File: config.mk
export PLATFORM = sky130hd
export DESIGN_NAME = renameTop
export DESIGN_NICKNAME = d
export VERILOG_FILES = /design/src/regPkg.sv /design/src/uopPkg.sv /design/src/opQueue.sv /design/src/freeList.sv /design/src/frat.sv /design/src/renameCtrl.sv /design/src/renameTop.sv
export VERILOG_INCLUDE_DIRS = /design/src
export SDC_FILE = /design/constraint.sdc
export NUM_CORES = 2
export LEC_CHECK = 0
export BUFFER_PORTS_ARGS = -buffer_cell sky130_fd_sc_hd__buf_2
export CAP_MARGIN = 20
export CORE_AREA = 2 2 467 469
export CTS_BUF_LIST = sky130_fd_sc_hd__clkbuf_8
export CTS_CLUSTER_SIZE = 20
export DETAILED_ROUTE_END_ITERATION = 8
export DIE_AREA = 0 0 469 471
export GPL_TIMING_DRIVEN = 0
export SYNTH_ARGS = -nofsm -noshare
export SYNTH_HDL_FRONTEND = slang
export SYNTH_SLANG_ARGS = --single-unit
File: constraint.sdc
create_clock -name CLK -period 7.3 [get_ports CLK]
set_clock_uncertainty 0.2 [all_clocks]
set_input_delay 1.825 -clock CLK [delete_from_list [all_inputs] [get_ports CLK]]
set_output_delay 1.825 -clock CLK [all_outputs]
set_load 0.03 [all_outputs]
File: src/rename_settings.svh
`ifndef RENAME_SETTINGS_SVH
`define RENAME_SETTINGS_SVH

// --------------------
// Register file sizes
// --------------------

// MIPS architectural registers, r0 is $zero
`define RN_NUM_ARCH 32
`define RN_NUM_PHYS 64

`define RN_ARCH_BITS 5
`define RN_PHYS_BITS 6

// --------------------
// Operation fields
// --------------------

// Reorder tag wraps around
`define RN_TAG_BITS 6
`define RN_ALU_BITS 6

// --------------------
// Queue depths
// --------------------

`define RN_DECODE_DEPTH 8
`define RN_LSQ_DEPTH 16

`endif

File: src/regPkg.sv
`include "rename_settings.svh"

package regPkg;

    // --------------------
    // Register naming
    // --------------------

    // Architectural register index, index 0 is $zero
    typedef logic [`RN_ARCH_BITS-1:0] archReg_t;

    // Physical register index
    typedef logic [`RN_PHYS_BITS-1:0] physReg_t;

    // --------------------
    // Ordering and control
    // --------------------

    // Reorder tag, one per renamed operation, wraps at the top
    typedef logic [`RN_TAG_BITS-1:0] robTag_t;

    // ALU control code as produced by decode
    typedef logic [`RN_ALU_BITS-1:0] aluCtrl_t;

endpackage

File: src/uopPkg.sv
`include "rename_settings.svh"

package uopPkg;

    import regPkg::*;

    // --------------------
    // Decode to rename
    // --------------------

    // Operation as it leaves decode
    typedef struct packed {
        archReg_t   srcA;
        archReg_t   srcB;
        archReg_t   dst;
        logic       regWrite;
        logic       isMem;
        aluCtrl_t   aluCtrl;
        logic [4:0] shamt;
    } decodedOp_t;

    // --------------------
    // Rename to back end
    // --------------------

    // Operation after rename, with physical names and its reorder tag
    // oldDst is released by the ROB once this operation retires
    typedef struct packed {
        physReg_t srcA;
        physReg_t srcB;
        physReg_t dst;
        physReg_t oldDst;
        logic     regWrite;
        logic     isMem;
        aluCtrl_t aluCtrl;
        robTag_t  tag;
    } renamedOp_t;

endpackage

File: src/opQueue.sv
`timescale 1ns/10ps
`include "rename_settings.svh"

module opQueue #(
    parameter int  DEPTH = `RN_DECODE_DEPTH,
    parameter type itemT = logic [7:0]
) (
    input  logic CLK,
    input  logic arstN,

    // Write side
    input  itemT inItem,
    input  logic inValid,
    output logic inReady,

    // Read side, head of the queue
    output itemT outItem,
    output logic outValid,
    input  logic outReady
);

    localparam int PTR_BITS = (DEPTH > 1) ? $clog2(DEPTH) : 1;
    localparam logic [PTR_BITS-1:0] LAST_IDX = PTR_BITS'(DEPTH - 1);
    localparam logic [PTR_BITS:0] FULL_COUNT = (PTR_BITS + 1)'(DEPTH);

    itemT mem [DEPTH];

    logic [PTR_BITS-1:0] rdPtr;
    logic [PTR_BITS-1:0] wrPtr;
    logic [PTR_BITS:0]   count;
    logic                push;
    logic                pop;

    // --------------------
    // Handshake
    // --------------------

    assign outValid = (count != '0);
    assign outItem  = mem[rdPtr];
    assign pop      = outValid && outReady;

    // A full queue still takes a push when the head leaves this cycle
    assign inReady = (count != FULL_COUNT) || outReady;
    assign push    = inValid && inReady;

    // --------------------
    // Storage
    // --------------------

    always_ff @(posedge CLK) begin
        if (push) begin
            mem[wrPtr] <= inItem;
        end
    end

    always_ff @(posedge CLK or negedge arstN) begin
        if (!arstN) begin
            rdPtr <= '0;
            wrPtr <= '0;
            count <= '0;
        end else begin
            if (push) begin
                wrPtr <= (wrPtr == LAST_IDX) ? '0 : wrPtr + 1'b1;
            end
            if (pop) begin
                rdPtr <= (rdPtr == LAST_IDX) ? '0 : rdPtr + 1'b1;
            end
            case ({push, pop})
                2'b10:   count <= count + 1'b1;
                2'b01:   count <= count - 1'b1;
                default: count <= count;
            endcase
        end
    end

endmodule

File: src/freeList.sv
`timescale 1ns/10ps
`include "rename_settings.svh"

module freeList import regPkg::*; (
    input  logic     CLK,
    input  logic     arstN,

    // Allocation from the head
    input  logic     alloc,
    output physReg_t allocReg,
    output logic     available,

    // Registers returned at retire
    input  logic     retValid,
    input  physReg_t retReg
);

    // One slot per physical register, so the list never overflows
    physReg_t store [`RN_NUM_PHYS];

    logic [`RN_PHYS_BITS-1:0] headPtr;
    logic [`RN_PHYS_BITS-1:0] tailPtr;
    logic [`RN_PHYS_BITS:0]   count;
    logic                     doAlloc;

    assign available = (count != '0);
    assign allocReg  = store[headPtr];

    // Guard against a request on an empty list
    assign doAlloc = alloc && available;

    // --------------------
    // List state
    // --------------------

    always_ff @(posedge CLK or negedge arstN) begin
        if (!arstN) begin
            // Registers above the architectural range start out free
            for (int i = 0; i < `RN_NUM_PHYS; i++) begin
                store[i] <= physReg_t'(i + `RN_NUM_ARCH);
            end
            headPtr <= '0;
            tailPtr <= (`RN_PHYS_BITS)'(`RN_NUM_ARCH);
            count   <= (`RN_PHYS_BITS + 1)'(`RN_NUM_PHYS - `RN_NUM_ARCH);
        end else begin
            // Returned registers queue up behind the ones already free
            if (retValid) begin
                store[tailPtr] <= retReg;
                tailPtr        <= tailPtr + 1'b1;
            end
            if (doAlloc) begin
                headPtr <= headPtr + 1'b1;
            end
            case ({retValid, doAlloc})
                2'b10:   count <= count + 1'b1;
                2'b01:   count <= count - 1'b1;
                default: count <= count;
            endcase
        end
    end

endmodule

File: src/frat.sv
`timescale 1ns/10ps
`include "rename_settings.svh"

module frat import regPkg::*; (
    input  logic     CLK,
    input  logic     arstN,

    // Lookups for the operation at the decode queue head
    input  archReg_t rdA,
    input  archReg_t rdB,
    input  archReg_t rdDst,
    output physReg_t mapA,
    output physReg_t mapB,
    output physReg_t mapDst,

    // New mapping from rename
    input  logic     wrEn,
    input  archReg_t wrArch,
    input  physReg_t wrPhys
);

    physReg_t mapTable [`RN_NUM_ARCH];

    // Reads see the table before this cycle's update
    assign mapA   = mapTable[rdA];
    assign mapB   = mapTable[rdB];
    // Previous mapping of the destination, released later as oldDst
    assign mapDst = mapTable[rdDst];

    // --------------------
    // Table update
    // --------------------

    always_ff @(posedge CLK or negedge arstN) begin
        if (!arstN) begin
            // Identity mapping out of reset
            for (int i = 0; i < `RN_NUM_ARCH; i++) begin
                mapTable[i] <= physReg_t'(i);
            end
        end else if (wrEn && (wrArch != '0)) begin
            // $zero keeps physical register 0
            mapTable[wrArch] <= wrPhys;
        end
    end

endmodule

File: src/renameCtrl.sv
`timescale 1ns/10ps
`include "rename_settings.svh"

module renameCtrl import regPkg::*, uopPkg::*; (
    input  logic       CLK,
    input  logic       arstN,

    // Decode queue head
    input  decodedOp_t headOp,
    input  logic       headValid,
    output logic       headReady,

    // F-RAT lookups and update enable
    input  physReg_t   mapA,
    input  physReg_t   mapB,
    input  physReg_t   mapDst,
    output logic       fratWrEn,

    // Free list head
    input  physReg_t   freeReg,
    input  logic       freeAvail,
    output logic       freeAlloc,

    // Registered issue port
    output renamedOp_t issueOp,
    output logic       issueValid,
    input  logic       issueReady,

    // Load/store queue push
    output renamedOp_t lsqOp,
    output logic       lsqPush,
    input  logic       lsqReady
);

    robTag_t    tagCount;
    renamedOp_t renamed;
    logic       needAlloc;
    logic       allocStall;
    logic       issueFree;
    logic       targetOk;
    logic       fire;

    // --------------------
    // Stall decision
    // --------------------

    // Writes to $zero take no physical register
    assign needAlloc  = headOp.regWrite && (headOp.dst != '0);
    assign allocStall = needAlloc && !freeAvail;

    // Issue register can be refilled when empty or draining this cycle
    assign issueFree = !issueValid || issueReady;
    assign targetOk  = headOp.isMem ? lsqReady : issueFree;

    assign headReady = !allocStall && targetOk;
    assign fire      = headValid && headReady;

    assign freeAlloc = fire && needAlloc;
    assign fratWrEn  = fire && needAlloc;

    // --------------------
    // Renamed operation
    // --------------------

    always_comb begin
        renamed.srcA     = mapA;
        renamed.srcB     = mapB;
        renamed.dst      = needAlloc ? freeReg : mapDst;
        renamed.oldDst   = mapDst;
        renamed.regWrite = headOp.regWrite;
        renamed.isMem    = headOp.isMem;
        renamed.aluCtrl  = headOp.aluCtrl;
        renamed.tag      = tagCount;
    end

    // Memory operations go straight into the LSQ
    assign lsqOp   = renamed;
    assign lsqPush = fire && headOp.isMem;

    // --------------------
    // Issue register and tags
    // --------------------

    always_ff @(posedge CLK) begin
        if (fire && !headOp.isMem) begin
            issueOp <= renamed;
        end
    end

    always_ff @(posedge CLK or negedge arstN) begin
        if (!arstN) begin
            issueValid <= 1'b0;
            tagCount   <= '0;
        end else begin
            if (fire && !headOp.isMem) begin
                issueValid <= 1'b1;
            end else if (issueReady) begin
                issueValid <= 1'b0;
            end
            // One tag per renamed operation, on either port
            if (fire) begin
                tagCount <= tagCount + 1'b1;
            end
        end
    end

endmodule

File: src/renameTop.sv
`timescale 1ns/10ps
`include "rename_settings.svh"

module renameTop import regPkg::*, uopPkg::*; (
    input  logic       CLK,
    input  logic       arstN,

    // Decoded operations in
    input  decodedOp_t decodeOp,
    input  logic       decodeValid,
    output logic       decodeReady,

    // Non-memory operations out
    output renamedOp_t issueOp,
    output logic       issueValid,
    input  logic       issueReady,

    // Memory operations out
    output renamedOp_t lsqOp,
    output logic       lsqValid,
    input  logic       lsqReady,

    // Registers freed at retire
    input  logic       retireValid,
    input  physReg_t   retirePhys
);

    // Decode queue head
    decodedOp_t headOp;
    logic       headValid;
    logic       headReady;

    // F-RAT
    physReg_t   mapA;
    physReg_t   mapB;
    physReg_t   mapDst;
    logic       fratWrEn;

    // Free list
    physReg_t   freeReg;
    logic       freeAvail;
    logic       freeAlloc;

    // Rename to LSQ
    renamedOp_t lsqInOp;
    logic       lsqPush;
    logic       lsqInReady;

    // --------------------
    // Decode queue
    // --------------------

    opQueue #(
        .DEPTH (`RN_DECODE_DEPTH),
        .itemT (decodedOp_t)
    ) decodeQueue (
        .CLK      (CLK),
        .arstN    (arstN),
        .inItem   (decodeOp),
        .inValid  (decodeValid),
        .inReady  (decodeReady),
        .outItem  (headOp),
        .outValid (headValid),
        .outReady (headReady)
    );

    // --------------------
    // Rename
    // --------------------

    frat i_frat (
        .CLK    (CLK),
        .arstN  (arstN),
        .rdA    (headOp.srcA),
        .rdB    (headOp.srcB),
        .rdDst  (headOp.dst),
        .mapA   (mapA),
        .mapB   (mapB),
        .mapDst (mapDst),
        .wrEn   (fratWrEn),
        .wrArch (headOp.dst),
        .wrPhys (freeReg)
    );

    freeList i_freeList (
        .CLK       (CLK),
        .arstN     (arstN),
        .alloc     (freeAlloc),
        .allocReg  (freeReg),
        .available (freeAvail),
        .retValid  (retireValid),
        .retReg    (retirePhys)
    );

    renameCtrl i_renameCtrl (
        .CLK        (CLK),
        .arstN      (arstN),
        .headOp     (headOp),
        .headValid  (headValid),
        .headReady  (headReady),
        .mapA       (mapA),
        .mapB       (mapB),
        .mapDst     (mapDst),
        .fratWrEn   (fratWrEn),
        .freeReg    (freeReg),
        .freeAvail  (freeAvail),
        .freeAlloc  (freeAlloc),
        .issueOp    (issueOp),
        .issueValid (issueValid),
        .issueReady (issueReady),
        .lsqOp      (lsqInOp),
        .lsqPush    (lsqPush),
        .lsqReady   (lsqInReady)
    );

    // --------------------
    // Load/store queue
    // --------------------

    opQueue #(
        .DEPTH (`RN_LSQ_DEPTH),
        .itemT (renamedOp_t)
    ) lsq (
        .CLK      (CLK),
        .arstN    (arstN),
        .inItem   (lsqInOp),
        .inValid  (lsqPush),
        .inReady  (lsqInReady),
        .outItem  (lsqOp),
        .outValid (lsqValid),
        .outReady (lsqReady)
    );

endmodule

# Word level (Yosys, flattened, before mapping)
# Memory sizes are Yosys's and may differ from the RTL's.
# Cells that the tools add are included.
[totals] latchBits=0 out_inout_bits=79 romBits=0 mem_count=2 ff_bits=663 ram_bits=832 inputBits=40
[mem_list] name="lsq.mem" depth=16 word_bits=38 rd=1 rd_clocked_by_memory_dff=0 wr=1 line="opQueue.sv:26" source="itemT mem [DEPTH];"
[mem_list] name="decodeQueue.mem" depth=8 word_bits=28 rd=1 rd_clocked_by_memory_dff=0 wr=1 line="opQueue.sv:26"
[classes] n_div=0 bitwise=5 n_eq_ne=12 addsub=13 n_shift=0 reduce_logical=29 multipliers=0 magnitude_cmp=7 n_mux=33
[op_table] op="$bwmux 384" n=1
[op_table] op="$bwmux 192" n=1
[op_table] op="$bmux 6 s5" n=3
[op_table] op="$mux 6" n=11
[op_table] op="$bmux 6 s6" n=1
[op_table] op="$demux 6 s6" n=1
[op_table] op="$demux 6 s5" n=1
[op_table] op="$add 6x1->6 const B" n=3
[op_table] op="$ge 6x6->1 const B" n=3
[op_table] op="$not 5->6" n=3
[op_table] op="$ge 7x7->1 const B" n=2
[op_table] op="$logic_and 1x1->1" n=14
[op_table] op="$not 6->7" n=2
[op_table] op="$pmux 7 s2" n=1
[op_table] op="$add 4x1->4 const B" n=3
[op_table] op="$pmux 5 s2" n=1
[op_table] op="$reduce_bool 5->1" n=2
[op_table] op="$eq 4x4->1 const B" n=2
[op_table] op="$mux 4" n=2
[op_table] op="$pmux 4 s2" n=1
[op_table] op="$reduce_bool 2->1" n=4
[op_table] op="$add 7x1->7 const B" n=1
[op_table] op="$lt 7x1->1 const B" n=1
[op_table] op="$mux 1" n=7
[op_table] op="other kinds (16)" n=28

# Depth between registers and ports, before layout
# An unclocked memory read counts as a cell.
[logic_depth] ltp_word=11 mapped_depth=19 depth_no_buf=15

# Modules after synthesis
# Synthesis repeated with hierarchy kept, for this count alone.
[hier_totals] hier_cells=3583 hier_area_um2=65883.2
[by_module_without_submodules] mod="opQueue (lsq)" cells_each=1111 seq_area_each_um2=18582.8 n_inst=1 area_each_um2=24054.3
[by_module_without_submodules] mod="freeList" cells_each=1282 seq_area_each_um2=10327.4 n_inst=1 area_each_um2=18918.1
[by_module_without_submodules] mod="frat" cells_each=686 seq_area_each_um2=4904.7 n_inst=1 area_each_um2=11891.4
[by_module_without_submodules] mod="opQueue (decodeQueue)" cells_each=393 seq_area_each_um2=6976.7 n_inst=1 area_each_um2=9208.8
[by_module_without_submodules] mod="renameCtrl" cells_each=111 seq_area_each_um2=1316.3 n_inst=1 area_each_um2=1810.5

# Worst setup path before layout
# Ideal clock, no wire load.
[synth_timing] kind="input -> register" from="input issueReady" to="memory lsq.mem[11][0] (netlist bit) (enable)" required_time_ps=6619 arrival_time_ps=5540 path_buffers=1 setup_slack_ps=1080 path_stages=7 path_cell_list="nand2b_1 -> mux2i_4 -> or2_1 -> buf_2 -> nor3_1 -> nand2_1 -> nor3_1"
[synth_via] elab_chain_len=8
[synth_rtl] element="start: declaration" line="renameTop.sv:16" source="input logic issueReady,"
[synth_rtl] element="$logic_or 1x1->1" line="renameCtrl.sv:52" source="assign issueFree = !issueValid || issueReady;"
[synth_rtl] element="$mux 1" line="renameCtrl.sv:53" source="assign targetOk = headOp.isMem ? lsqReady : issueFree;"
[synth_rtl] element="$logic_and 1x1->1" line="renameCtrl.sv:55" source="assign headReady = !allocStall && targetOk;"
[synth_rtl] element="$logic_and 1x1->1" line="renameCtrl.sv:56" source="assign fire = headValid && headReady;"
[synth_rtl] element="$logic_and 1x1->1" line="renameCtrl.sv:78" source="assign lsqPush = fire && headOp.isMem;"
[synth_rtl] element="$logic_and 1x1->1" line="opQueue.sv:44" source="assign push = inValid && inReady;"
[synth_rtl] element="$mux 1" line="opQueue.sv:51" source="if (push) begin"
[synth_rtl] element="$mux 1 (not written as such)" line="opQueue.sv:52" source="mem[wrPtr] <= inItem;"
[synth_rtl] element="end: declaration" line="opQueue.sv:26"
# No other way between the ends.

==> summary.md <==
| Metric | Value |
|---|---|
| Status | `completed` |
| Minimum clock period | `roughly 6.4 ns` |
| Post-synthesis mux area share | `25.4%` |
| Die Height | `471 um` |
| Netlist cell types | `79` |
| Async SR Flop Fraction | `roughly 43%` |
| Final Hold Viols | `0` |
| RSZ-0062 raised after global routing | `no` |
| Worst-Skew Late Latency | `1.01 ns` |
| Core box area | `~0.22 mm^2` |
| Post-synth top area cell | `edfxtp_1` |
| Relative slew slack | `between 10% and 20%` |
| RD Place Congestion | `about 1.0` |
| Number of fill cells | `between 20000 and 25000` |
| Layout cell share with drive strength beyond 1 | `about two fifths` |
| CP Launch Type | `flop` |
| Worst Path Arrival | `4.33 ns` |
| Final HPWL DP | `around 140000 um` |
| DRC violations left | `0` |
| Post-detailed-route count of antenna-violating nets | `0` |
| Clock H-tree levels | `4` |
| Root buf cell | `clkbuf_8` |
| Gate Count Post-Synth | `between 3000 and 4000` |
| Num rows | `171` |
| Die X | `469 um` |
| PortBufs | `106` |
| Most common cell after layout, fill and taps aside | `edfxtp_1` |
| GR Util All Layers | `around 18%` |
| Period utilisation layout | `between 80% and 90%` |
| Synth Area per Inst | `16.6 um^2` |
| Compound-Gate Fraction of Synth Area | `between 2 and 3%` |
| CTS Sinks | `between 1000 and 1500` |
| Critical path type | `reg2out` |
| CTS tree | `built` |
| Sequential area share after synthesis | `between 60% and 70%` |
| Worst Path Max Fanout | `10` |
| Starting Density | `between 20% and 30%` |
| Crit path capture type | `output port` |
| Worst-margin pin slew | `about 1.2 ns` |
| Final WL | `a little under 200000 um` |
| DR vias/cell | `5.20` |
| Vias after detailed routing | `38300` |
| Final Slew Violations | `0` |
| GRT overflow | `0` |
| Main combinational cell family by area after synthesis | `multiplexers` |
| Number of max-cap violations | `0` |
| Fmax | `around 0.16 GHz` |
| Final #Nets | `between 4000 and 5000` |
| Synthesis Warnings | `0` |
| Synth Flop Type | `edfxtp_1` |
| Hold Crit Class | `reg2reg` |
| Clock slew at reported path FFs | `0.06 ns` |
| WHS | `roughly 0.27 ns` |
| Num ports | `119` |
| Endpoints failing setup | `0` |
| Per-cell routed wire length | `about 27 um` |
| Clock buffer count from CTS | `between 200 and 250` |
| Area contributors post-synth | `edfxtp_1 (39%), dfrtp_1 (14%), mux4_2 (13%)` |
| First-pass GRT wire length | `between 200000 and 300000 um` |
| Pin count of the biggest net entering global routing | `between 100 and 150` |
| Simple-gate share of the synthesized area | `approximately 5.5%` |
| Synth Area in Adders | `less than 1%` |
| Top cell type's share of synthesized area | `about two fifths` |
| Number of flops mapped to enable cells by yosys | `830` |
| # Post-CTS Setup Buffers | `0` |
| Post-synthesis to final-layout area growth | `15.9%` |
| Commonest cells after routing, fill and taps aside | `edfxtp_1 (830), mux2_2 (588), nand2_1 (421)` |
| Synth Area in XOR/XNOR | `less than 1%` |
| Initial antenna violation count | `9` |
| Clock buffer depth | `3` |
| Mapped cell area | `roughly 0.064 mm^2` |
| Synth Net Count | `a little under 4000` |
| Util after Layout | `34.6%` |
| Hold_buf cts | `0` |
| Post-cts resize count | `0` |
| Die area | `between 0.2 and 0.25 mm^2` |
| Vias in the first global route | `slightly below 40000` |
| Drt pass-1 iters | `7` |
| Initial DRC count | `between 3000 and 4000` |
| Critical Path RT | `5.28 ns` |
| Post-synthesis register bit count | `1455` |
==> cells by family (layout without fill, tap and decap cells) <==
kind of cell             Yosys count  in the layout
flip-flops                      1455           1455
multiplexers                    1109           1109
AND/OR/NAND/NOR                  766            766
buffers and inverters            270            888
AO/OA/AOI/OAI                    229            229
XOR/XNOR                          30             30
adder cells (fa/ha/maj)           28             28
other                              0              3
==> cells in the mapped netlist (5+ instances only) <==
library cell and instances:
clkbuf_1 145, buf_1 39, nand4_1 26, and2_1 25
o21ai_0 21, and3_1 20, buf_4 10, a311oi_1 12
dfstp_2 274, ha_1 25, a31oi_1 5, buf_6 9
nand3b_1 7, xor2_1 11, a32oi_1 48, nand3_1 75
inv_1 18, a22oi_1 6, nor3b_1 5, edfxtp_1 830
dfrtp_1 351, nor3_1 43, a311o_1 12, o211ai_1 16
o2111ai_1 13, nand2_1 421, buf_2 47, a21oi_1 15
mux4_2 362, xnor2_1 19, o22ai_1 24, nand2b_1 15
mux2_2 588, mux2_1 6, a21o_1 5, a222oi_1 5
nor2_1 81, nor2b_1 9, a211oi_1 15, o32ai_1 9
or3b_2 6, mux2i_1 151
==> worst max-delay path, stage by stage, from the launching register on <==
cell and delay [ns]:
dfrtp_1 0.35, clkbuf_1 0.23, buf_1 0.73, buf_1 0.49
buf_8 0.23, mux4_2 0.51, mux4_2 0.55, buf_2 0.22
==> registers in the layout, indices dropped and copies added (netlist names) <==
signal and count:
lsq.mem 608, i_freeList.store 384, i_frat.mapTable 192, decodeQueue.mem 184, i_renameCtrl.issueOp 38, i_freeList.count 7
i_freeList.headPtr 6, i_freeList.tailPtr 6, i_renameCtrl.tagCount 6, lsq.count 5, decodeQueue.count 4, lsq.rdPtr 4
lsq.wrPtr 4, decodeQueue.rdPtr 3, decodeQueue.wrPtr 3, i_renameCtrl.issueValid 1
==> routing by layer <==
layer | vias up | track usage [%] | routed length [um]
li1 | 16100 | - | -
met1 | 20400 | 23.7 | 85000
met2 | 1408 | 28.2 | 92600
met3 | 400 | 2.99 | 11100
met4 | 0 | 7.27 | 8410
met5 | - | 0 | 0
==> worst paths after layout <==
| kind | depth (start not counted) | slack, ns | to | startpoint |
|---|---|---|---|---|
| setup reg to reg | 11 | 1.93 | lsq.mem[2][34] | decodeQueue.rdPtr[1] |
| min in group asynchronous | 1 | 0.59 | i_freeList.store[354] | arstN |
| hold / removal | 1 | 0.27 | i_freeList.count[6] | i_freeList.count[6] |
| max in group asynchronous | 4 | 4.25 | i_frat.mapTable[175] | arstN |
| hold reg to reg | 1 | 0.27 | i_freeList.count[6] | i_freeList.count[6] |
| setup / recovery | 7 | 0.94 | lsqOp[9] | lsq.rdPtr[0] |
==> per-stage QoR <==
| step | instances | setup TNS, ns | worst slack [ns] | instance area [um^2] |
|---|---|---|---|---|
| 2_1_floorplan | 3887 | 0 | 1.08 | 64500 |
| 3_3_place_gp | 6847 | -4639.87 | -8.94 | 68600 |
| 3_5_place_dp | 6913 | 0 | 1.56 | 69800 |
| 4_1_cts | 7349 | 0 | 0.541 | 74500 |
| 5_1_grt | 7360 | 0 | 0.717 | 74700 |
| 6_report | 7362 | 0 | 0.940 | 74700 |
==> layout make-up <==
type                       instances  area (um^2)  share of cell area [%]
multi-input combinational       2162        22600                    30.3
antenna                            3         7.51                  0.0101
timing repair buffer             182         1650                    2.20
clock inverter                   172         1110                    1.48
buffer                           251         1120                    1.50
tap                             2854         3570                    4.78
sequential                      1455        40900                    54.8
inverter                          19         71.3                  0.0955
clock buffer                     264         3630                    4.87
Power is left out: the tool's default activity adds up to more than one toggle a clock period on the data nets, which glitch-free logic cannot reach.
